===== src/rtl/mpi_pkg.sv =====
package mpi_pkg;

  ////////////////////////////////////////
  // Data types
  ////////////////////////////////////////

  // One payload or bus data word
  typedef logic [31:0] word_t;

  // Flit type code, top bits of every flit
  typedef logic [1:0] flit_kind_t;

  // Packet length in flits
  typedef logic [7:0] pkt_size_t;

  // Wishbone byte address and byte lanes
  typedef logic [5:0] wb_adr_t;
  typedef logic [3:0] wb_sel_t;

  // Kind in the top two bits, payload below
  typedef struct packed {
    flit_kind_t kind;
    word_t      data;
  } flit_t;

  // Master outputs of a Wishbone classic cycle
  typedef struct packed {
    logic    cyc;
    logic    stb;
    logic    we;
    wb_adr_t adr;
    word_t   dat;
    wb_sel_t sel;
  } wb_req_t;

  // Slave outputs
  typedef struct packed {
    logic  ack;
    word_t dat;
  } wb_rsp_t;

  ////////////////////////////////////////
  // Encodings
  ////////////////////////////////////////

  localparam flit_kind_t FLIT_MIDDLE = 2'b00;
  localparam flit_kind_t FLIT_FIRST  = 2'b01;
  localparam flit_kind_t FLIT_LAST   = 2'b10;
  localparam flit_kind_t FLIT_SINGLE = 2'b11;

  // Register map, byte offsets
  localparam wb_adr_t REG_STATUS  = 6'h00;
  localparam wb_adr_t REG_RX_SIZE = 6'h04;
  localparam wb_adr_t REG_RX_DATA = 6'h08;
  localparam wb_adr_t REG_TX_DATA = 6'h0C;
  localparam wb_adr_t REG_TX_LAST = 6'h10;
  localparam wb_adr_t REG_CONTROL = 6'h14;

  // LAST and SINGLE both close a packet
  function automatic logic flit_ends_packet(input flit_kind_t kind);
    return (kind == FLIT_LAST) || (kind == FLIT_SINGLE);
  endfunction

endpackage


===== src/rtl/mpi_packet_buffer.sv =====
`timescale 1ns/1ps

module mpi_packet_buffer #(
  parameter int FIFO_DEPTH = 16
) (
  input  logic               clk,
  input  logic               rst,

  // Network or register side writes
  input  mpi_pkg::flit_t     in_flit,
  input  logic               in_valid,
  output logic               in_ready,

  // Head of the queue, offered only for a whole packet
  output mpi_pkg::flit_t     out_flit,
  output logic               out_valid,
  input  logic               out_ready,

  output mpi_pkg::pkt_size_t out_size
);

  import mpi_pkg::*;

  ////////////////////////////////////////
  // Storage and pointers
  ////////////////////////////////////////

  // Shift queue, head always at entry zero
  flit_t                 fifo_data [FIFO_DEPTH];
  // Set where an entry closes a packet
  logic [FIFO_DEPTH-1:0] last_flags;

  // One-hot fill level, bit n set while n entries are held
  logic [FIFO_DEPTH:0]   wr_ptr;

  // Thermometer mask of held entries
  logic [FIFO_DEPTH-1:0] occupied;
  // Last flags of held entries only
  logic [FIFO_DEPTH-1:0] live_last;

  // Value each entry takes on a pop
  flit_t                 above_flit [FIFO_DEPTH];
  logic [FIFO_DEPTH-1:0] above_last;

  // Entry that takes the incoming flit this cycle
  logic [FIFO_DEPTH-1:0] load_new;

  logic                  in_is_last;
  logic                  push;
  logic                  pop;

  ////////////////////////////////////////
  // Handshake and status
  ////////////////////////////////////////

  assign in_is_last = flit_ends_packet(in_flit.kind);

  // Only refuse when every entry is taken
  assign in_ready = ~wr_ptr[FIFO_DEPTH];

  assign push = in_valid & in_ready;
  assign pop  = out_valid & out_ready;

  // One-hot minus one gives ones below the fill level
  assign occupied  = FIFO_DEPTH'(wr_ptr - 1'b1);
  // Stale flags above the fill level drop out here
  assign live_last = last_flags & occupied;

  // Whole packet present when any held flit closes one
  assign out_valid = |live_last;
  assign out_flit  = fifo_data[0];

  // First closing flag from the head gives the size
  always_comb begin
    out_size = '0;
    for (int k = FIFO_DEPTH - 1; k >= 0; k--) begin
      if (live_last[k]) begin
        out_size = pkt_size_t'(k + 1);
      end
    end
  end

  ////////////////////////////////////////
  // Queue movement
  ////////////////////////////////////////

  // Neighbour above, top entry has none
  always_comb begin
    for (int k = 0; k < FIFO_DEPTH - 1; k++) begin
      above_flit[k] = fifo_data[k+1];
      above_last[k] = last_flags[k+1];
    end
    above_flit[FIFO_DEPTH-1] = fifo_data[FIFO_DEPTH-1];
    above_last[FIFO_DEPTH-1] = 1'b0;
  end

  // New flit lands one slot lower when the queue shifts too
  always_comb begin
    for (int k = 0; k < FIFO_DEPTH; k++) begin
      load_new[k] = push & (pop ? wr_ptr[k+1] : wr_ptr[k]);
    end
  end

  // Fill level
  always_ff @(posedge clk) begin
    if (rst) begin
      wr_ptr <= (FIFO_DEPTH + 1)'(1);
    end else if (push && !pop) begin
      wr_ptr <= wr_ptr << 1;
    end else if (pop && !push) begin
      wr_ptr <= wr_ptr >> 1;
    end
  end

  // Packet boundary flags
  always_ff @(posedge clk) begin
    if (rst) begin
      last_flags <= '0;
    end else begin
      for (int k = 0; k < FIFO_DEPTH; k++) begin
        if (load_new[k]) begin
          last_flags[k] <= in_is_last;
        end else if (pop) begin
          last_flags[k] <= above_last[k];
        end
      end
    end
  end

  // Payload entries
  always_ff @(posedge clk) begin
    for (int k = 0; k < FIFO_DEPTH; k++) begin
      if (load_new[k]) begin
        fifo_data[k] <= in_flit;
      end else if (pop) begin
        fifo_data[k] <= above_flit[k];
      end
    end
  end

endmodule


===== src/rtl/mpi_regs.sv =====
`timescale 1ns/1ps

module mpi_regs (
  input  logic               clk,
  input  logic               rst,

  // Processor bus
  input  mpi_pkg::wb_req_t   wb_req,
  output mpi_pkg::wb_rsp_t   wb_rsp,

  // Receive buffer head
  input  mpi_pkg::flit_t     rx_flit,
  input  logic               rx_valid,
  output logic               rx_pop,
  input  mpi_pkg::pkt_size_t rx_size,

  // Transmit buffer write side
  output mpi_pkg::flit_t     tx_flit,
  output logic               tx_valid,
  input  logic               tx_ready,

  output logic               irq
);

  import mpi_pkg::*;

  // Whether a transmit packet has been started
  typedef enum logic {
    tx_idle,
    tx_in_packet
  } tx_state_t;

  tx_state_t tx_state;

  ////////////////////////////////////////
  // Bus decode
  ////////////////////////////////////////

  logic      ack_q;
  logic      ack_d;
  word_t     rd_data_q;
  word_t     rd_mux;
  logic      irq_en;

  // Cycle not yet answered
  logic      req_new;
  logic      rd_req;
  logic      wr_req;
  logic      wr_tx;
  logic      wr_tx_last;
  logic      tx_push;
  pkt_size_t rx_size_vis;

  // ack is high for one cycle only, so it masks the held request
  assign req_new = wb_req.cyc & wb_req.stb & ~ack_q;
  assign rd_req  = req_new & ~wb_req.we;
  assign wr_req  = req_new & wb_req.we;

  // Transmit writes
  assign wr_tx_last = wb_req.adr == REG_TX_LAST;
  assign wr_tx      = wr_req & ((wb_req.adr == REG_TX_DATA) | wr_tx_last);

  // Answer now unless a transmit write finds no space
  assign ack_d = req_new & (~wr_tx | tx_ready);

  ////////////////////////////////////////
  // Receive side
  ////////////////////////////////////////

  // Size shows zero until a packet is whole
  assign rx_size_vis = rx_valid ? rx_size : '0;

  // One pop per RX_DATA read, nothing when empty
  assign rx_pop = rd_req & (wb_req.adr == REG_RX_DATA) & rx_valid;

  // Register read mux
  always_comb begin
    rd_mux = '0;
    case (wb_req.adr)
      REG_STATUS: begin
        rd_mux[0] = rx_valid;
        rd_mux[1] = tx_ready;
        rd_mux[2] = tx_state == tx_in_packet;
      end
      REG_RX_SIZE: begin
        rd_mux = word_t'(rx_size_vis);
      end
      REG_RX_DATA: begin
        // Empty buffer reads back zero
        if (rx_valid) begin
          rd_mux = rx_flit.data;
        end
      end
      REG_CONTROL: begin
        rd_mux[0] = irq_en;
      end
      // Unmapped and write-only offsets read zero
      default: begin
        rd_mux = '0;
      end
    endcase
  end

  ////////////////////////////////////////
  // Transmit side
  ////////////////////////////////////////

  // Held with the bus request, so stable until taken
  assign tx_valid = wr_tx;
  assign tx_push  = tx_valid & tx_ready;

  // Flit kind follows the open packet state
  always_comb begin
    tx_flit.data = wb_req.dat;
    if (wr_tx_last) begin
      tx_flit.kind = (tx_state == tx_idle) ? FLIT_SINGLE : FLIT_LAST;
    end else begin
      tx_flit.kind = (tx_state == tx_idle) ? FLIT_FIRST : FLIT_MIDDLE;
    end
  end

  // Open on first data word, close on TX_LAST
  always_ff @(posedge clk) begin
    if (rst) begin
      tx_state <= tx_idle;
    end else if (tx_push) begin
      if (wr_tx_last) begin
        tx_state <= tx_idle;
      end else begin
        tx_state <= tx_in_packet;
      end
    end
  end

  ////////////////////////////////////////
  // Response and interrupt
  ////////////////////////////////////////

  always_ff @(posedge clk) begin
    if (rst) begin
      ack_q <= 1'b0;
    end else begin
      ack_q <= ack_d;
    end
  end

  // Read data captured with the ack
  always_ff @(posedge clk) begin
    if (rd_req) begin
      rd_data_q <= rd_mux;
    end
  end

  // Interrupt enable, lane 0 only
  always_ff @(posedge clk) begin
    if (rst) begin
      irq_en <= 1'b0;
    end else if (wr_req && wb_req.adr == REG_CONTROL && wb_req.sel[0]) begin
      irq_en <= wb_req.dat[0];
    end
  end

  assign wb_rsp.ack = ack_q;
  assign wb_rsp.dat = rd_data_q;

  // Level interrupt while a whole packet waits
  assign irq = irq_en & rx_valid;

endmodule


===== src/rtl/mpi_endpoint.sv =====
`timescale 1ns/1ps

module mpi_endpoint #(
  parameter int FIFO_DEPTH = 16
) (
  input  logic             clk,
  input  logic             rst,

  // Processor side
  input  mpi_pkg::wb_req_t wb_req,
  output mpi_pkg::wb_rsp_t wb_rsp,

  // Flits from the network
  input  mpi_pkg::flit_t   noc_in_flit,
  input  logic             noc_in_valid,
  output logic             noc_in_ready,

  // Flits to the network
  output mpi_pkg::flit_t   noc_out_flit,
  output logic             noc_out_valid,
  input  logic             noc_out_ready,

  output logic             irq
);

  import mpi_pkg::*;

  ////////////////////////////////////////
  // Internal links
  ////////////////////////////////////////

  // Receive buffer head to registers
  flit_t     rx_flit;
  logic      rx_valid;
  logic      rx_pop;
  pkt_size_t rx_size;

  // Registers to transmit buffer
  flit_t     tx_flit;
  logic      tx_valid;
  logic      tx_ready;

  // Bus registers between the two buffers
  mpi_regs regs_i (
    .clk      (clk),
    .rst      (rst),
    .wb_req   (wb_req),
    .wb_rsp   (wb_rsp),
    .rx_flit  (rx_flit),
    .rx_valid (rx_valid),
    .rx_pop   (rx_pop),
    .rx_size  (rx_size),
    .tx_flit  (tx_flit),
    .tx_valid (tx_valid),
    .tx_ready (tx_ready),
    .irq      (irq)
  );

  // Network to processor
  mpi_packet_buffer #(
    .FIFO_DEPTH (FIFO_DEPTH)
  ) rx_buf_i (
    .clk       (clk),
    .rst       (rst),
    .in_flit   (noc_in_flit),
    .in_valid  (noc_in_valid),
    .in_ready  (noc_in_ready),
    .out_flit  (rx_flit),
    .out_valid (rx_valid),
    .out_ready (rx_pop),
    .out_size  (rx_size)
  );

  // Processor to network, size not needed here
  mpi_packet_buffer #(
    .FIFO_DEPTH (FIFO_DEPTH)
  ) tx_buf_i (
    .clk       (clk),
    .rst       (rst),
    .in_flit   (tx_flit),
    .in_valid  (tx_valid),
    .in_ready  (tx_ready),
    .out_flit  (noc_out_flit),
    .out_valid (noc_out_valid),
    .out_ready (noc_out_ready),
    .out_size  ()
  );

endmodule


===== config.mk =====
export PLATFORM = sky130hd
export DESIGN_NAME = mpi_endpoint
export DESIGN_NICKNAME = d
export VERILOG_FILES = /design/src/rtl/mpi_pkg.sv /design/src/rtl/mpi_packet_buffer.sv /design/src/rtl/mpi_regs.sv /design/src/rtl/mpi_endpoint.sv
export SDC_FILE = /design/constraint.sdc
export NUM_CORES = 1
export LEC_CHECK = 0
export BUFFER_PORTS_ARGS = -buffer_cell sky130_fd_sc_hd__buf_2
export CORE_MARGIN = 2
export CORE_UTILIZATION = 50
export DETAILED_ROUTE_END_ITERATION = 10
export PLACE_DENSITY = 0.76
export SYNTH_ARGS = -nofsm -noshare
export SYNTH_HDL_FRONTEND = slang
export SYNTH_SLANG_ARGS = --single-unit

===== constraint.sdc =====
create_clock -name clk -period 6.7 [get_ports clk]
set_input_delay 1.005 -clock clk [delete_from_list [all_inputs] [get_ports clk]]
set_output_delay 1.005 -clock clk [all_outputs]
set_load 0.05 [all_outputs]

==> summary.md <==
| Metric | Value |
|---|---|
| Hold Buf Count CTS | `0` |
| Syn_area_per_cell | `between 15 and 20 sq um` |
| Clock transition at path regs | `around 60 ps` |
| Clock Path Buffers | `3` |
| Post-synthesis register bit count | `between 1000 and 1500` |
| Via count | `24000` |
| DR WL/cell | `17.6 um` |
| Clock Sinks | `1157` |
| Post-synth ARST share | `0%` |
| Critical path class | `reg -> out` |
| Top-area cell type share of the netlist area | `between 60% and 70%` |
| Fillers | `7562` |
| Slew Limit Fails | `0` |
| Post-synth top cells | `edfxtp_1, mux2_2, mux2_4, clkbuf_1, nand2_1` |
| Largest net degree at the start of global routing | `70` |
| Antenna viol nets, final | `0` |
| FF/Latch Area | `between 30000 and 40000 sq um` |
| Syn Nets | `between 3000 and 4000` |
| Final design area excluding fillers | `56700 sq um` |
| GRT Total Usage | `15.0%` |
| Area leader, netlist | `edfxtp_1` |
| Cell Count, Final, Fillers Out | `roughly 4500` |
| Num CTS Buffers | `115` |
| Initial Util | `between 50% and 60%` |
| DRT Pass-1 Iters | `7` |
| DRC | `0` |
| Yosys cell types | `74` |
| Post-route setup slack | `about 1300 ps` |
| Pwr/cell area | `~260 nW/um^2` |
| Gate Count Post-Synth | `2965` |
| Layout cells sized above 1 | `43.6%` |
| Endpoints failing hold | `0` |
| Row cnt | `117` |
| Min-delay worst type | `reg -> reg` |
| Top cells by area, synth | `edfxtp_1, mux2_2, mux2_4` |
| Critical Path Max Stage Delay | `810 ps` |
| I/O pin total | `approximately 150` |
| Dpl cells | `4304` |
| Crit start category | `flop` |
| Max-Cap Viols | `0` |
| Post-route clock period utilization | `roughly four fifths` |
| Core area | `102000 sq um` |
| WP data arrival | `between 4000 and 5000 ps` |
| Crit path max fanout | `21` |
| Main flop type after synthesis | `edfxtp_1` |
| Leak | `18.8 nW` |
| Die H | `roughly 320 um` |
| Worst Setup End Kind | `primary output` |
| Final core occ | `~56%` |
| Worst vdd rail ir drop | `~230 uV` |
| TritonCTS clock tree | `built` |
| Post_cts resized | `0` |
| Detailed Place HPWL | `52.8 mm` |
| Grt ovf | `0` |
| Post-CTS setup buffers | `0` |
| Post-synth EDFFs | `1088` |
| Vias in the first global route | `24200` |
| Finish-stage setup viols | `0` |
| RSZ-0062 raised after global routing | `false` |
| Sequential area share after synthesis | `66.3%` |
| WP buf/inv | `2` |
| CP required | `roughly 5700 ps` |
| Die area | `about 110000 sq um` |
| Footprint of the multi-input gates | `~16000 sq um` |
| H-tree level count | `3` |
| Slew @ Worst Pin | `1240 ps` |
| Gpl congestion | `0.823` |
| Place WS | `1920 ps` |
| CP cell instances | `inv_1 -> ha_1 -> or4b_1 -> o31a_1 -> o21ai_0 -> o2111ai_1 -> and4b_4 -> nor2b_1 -> buf_2` |
| Root cell of the clock tree | `clkbuf_16` |
| Slew margin rel. | `17.1%` |
| Setup TNS | `0 ps` |
| PortBufs | `148` |
| Die W | `324 um` |
| Delay-heaviest family, CP | `simple AND/OR/NAND/NOR gates` |
| Clock skew | `48.3 ps` |
| Initial DRC Count | `1490` |
| Fin nets | `3140` |
| Vias/cell | `5.30` |
| Total wire length | `79.5 mm` |
| Fin crit period | `5350 ps` |
| Outcome | `completed` |
| Placement Cell Area | `53100 sq um` |
| Cell with the most instances after synthesis | `edfxtp_1` |
| P&R area growth vs syn | `10.5%` |
| Yosys warns | `0` |
| First-pass GRT wire length | `131 mm` |
| Mapped cell area | `51300 sq um` |
| FMAX | `about 190 MHz` |
| Initial antenna violation count | `16` |
| Slowest-stage cell, CP | `and4b_4` |
| Worst skew pair latency | `700 ps` |
[power breakdown]
part | switching (mW) | leakage, nW | internal (mW)
clock | 2.66 | 1.74 | 3.43
sequential | 0.0138 | 10.3 | 7.92
combinational | 0.257 | 6.73 | 0.285
[sequential cells by signal, indices dropped and copies added, names as in the netlist]
register             flops
regs_i.tx_state          1
regs_i.ack_q             1
rx_buf_i.fifo_data     512
regs_i.irq_en            1
tx_buf_i.wr_ptr         17
tx_buf_i.last_flags     16
rx_buf_i.last_flags     16
tx_buf_i.fifo_data     544
regs_i.rd_data_q        32
rx_buf_i.wr_ptr         17
[final cells by class]
class	count	area share [%]
inverter	12	0.0794
timing repair buffer	208	2.10
sequential	1157	60.0
multi-input combinational	1559	28.4
clock buffer	138	5.23
tap	1368	3.02
clock inverter	70	1.11
antenna	7	0.0309
[routing by layer]
| layer | track usage [%] | share of wire, % | up-vias |
|---|---|---|---|
| met5 | 0 | 0 | - |
| met3 | 2.36 | 3.6 | 145 |
| met2 | 25.6 | 49 | 424 |
| li1 | - | - | 11600 |
| met1 | 19.7 | 44 | 11700 |
| met4 | 5.18 | 2.8 | 0 |
[final timing paths]
kind / endpoint / startpoint / slack [ps] / cells after the start
worst max-delay path: irq / rx_buf_i.wr_ptr[1]$_SDFFE_PP0P_ / 1350 / 9
worst min-delay path: regs_i.rd_data_q[7]$_DFFE_PP_ / rx_buf_i.fifo_data[0][7]$_DFFE_PP_ / 480 / 1
worst max register to register: rx_buf_i.wr_ptr[11]$_SDFFE_PP0P_ / rx_buf_i.wr_ptr[1]$_SDFFE_PP0P_ / 1760 / 14
worst min register to register: regs_i.rd_data_q[7]$_DFFE_PP_ / rx_buf_i.fifo_data[0][7]$_DFFE_PP_ / 480 / 1
[logic make-up after synthesis]
logic type	synth area share (%)
fa+ha+maj	0.0975
compound gates	2.37
mux	24.7
xor+xnor	0.222
buf+inv	2.70
simple gates	3.55
flops	66.3
[through the flow]
stage          power [mW]  hold slack (ps)
2_1_floorplan        8.50              468
3_3_place_gp         8.61              501
3_5_place_dp         8.63              504
4_1_cts              14.7              485
5_1_grt              15.1              496
6_report             14.6              483
[cells in the final DEF, fill, tap and decap left out, types with 5 or more instances in the layout]
cell       count
a211oi_1       7
a21oi_1       54
a21oi_4       16
a221oi_1      26
a22oi_1       17
and2_1        35
buf_2        148
buf_4         60
bufinv_16      7
clkbuf_1      23
clkbuf_16    115
clkinv_1      35
clkinv_2      15
dfxtp_1       69
diode_2        7
edfxtp_1    1088
inv_1         11
mux2_1        60
mux2_2       678
mux2_4       270
mux2i_1       34
nand2_1      107
nand2_2       11
nand2b_1       9
nand3_1       18
nor2_1        69
nor2b_1        9
nor3_1        12
nor3b_4       15
nor4_1         8
o21ai_0        7
o31ai_1        5
or3_1          5
or4_1          6
xor2_1         9
(Power assumes the default switching activity.)
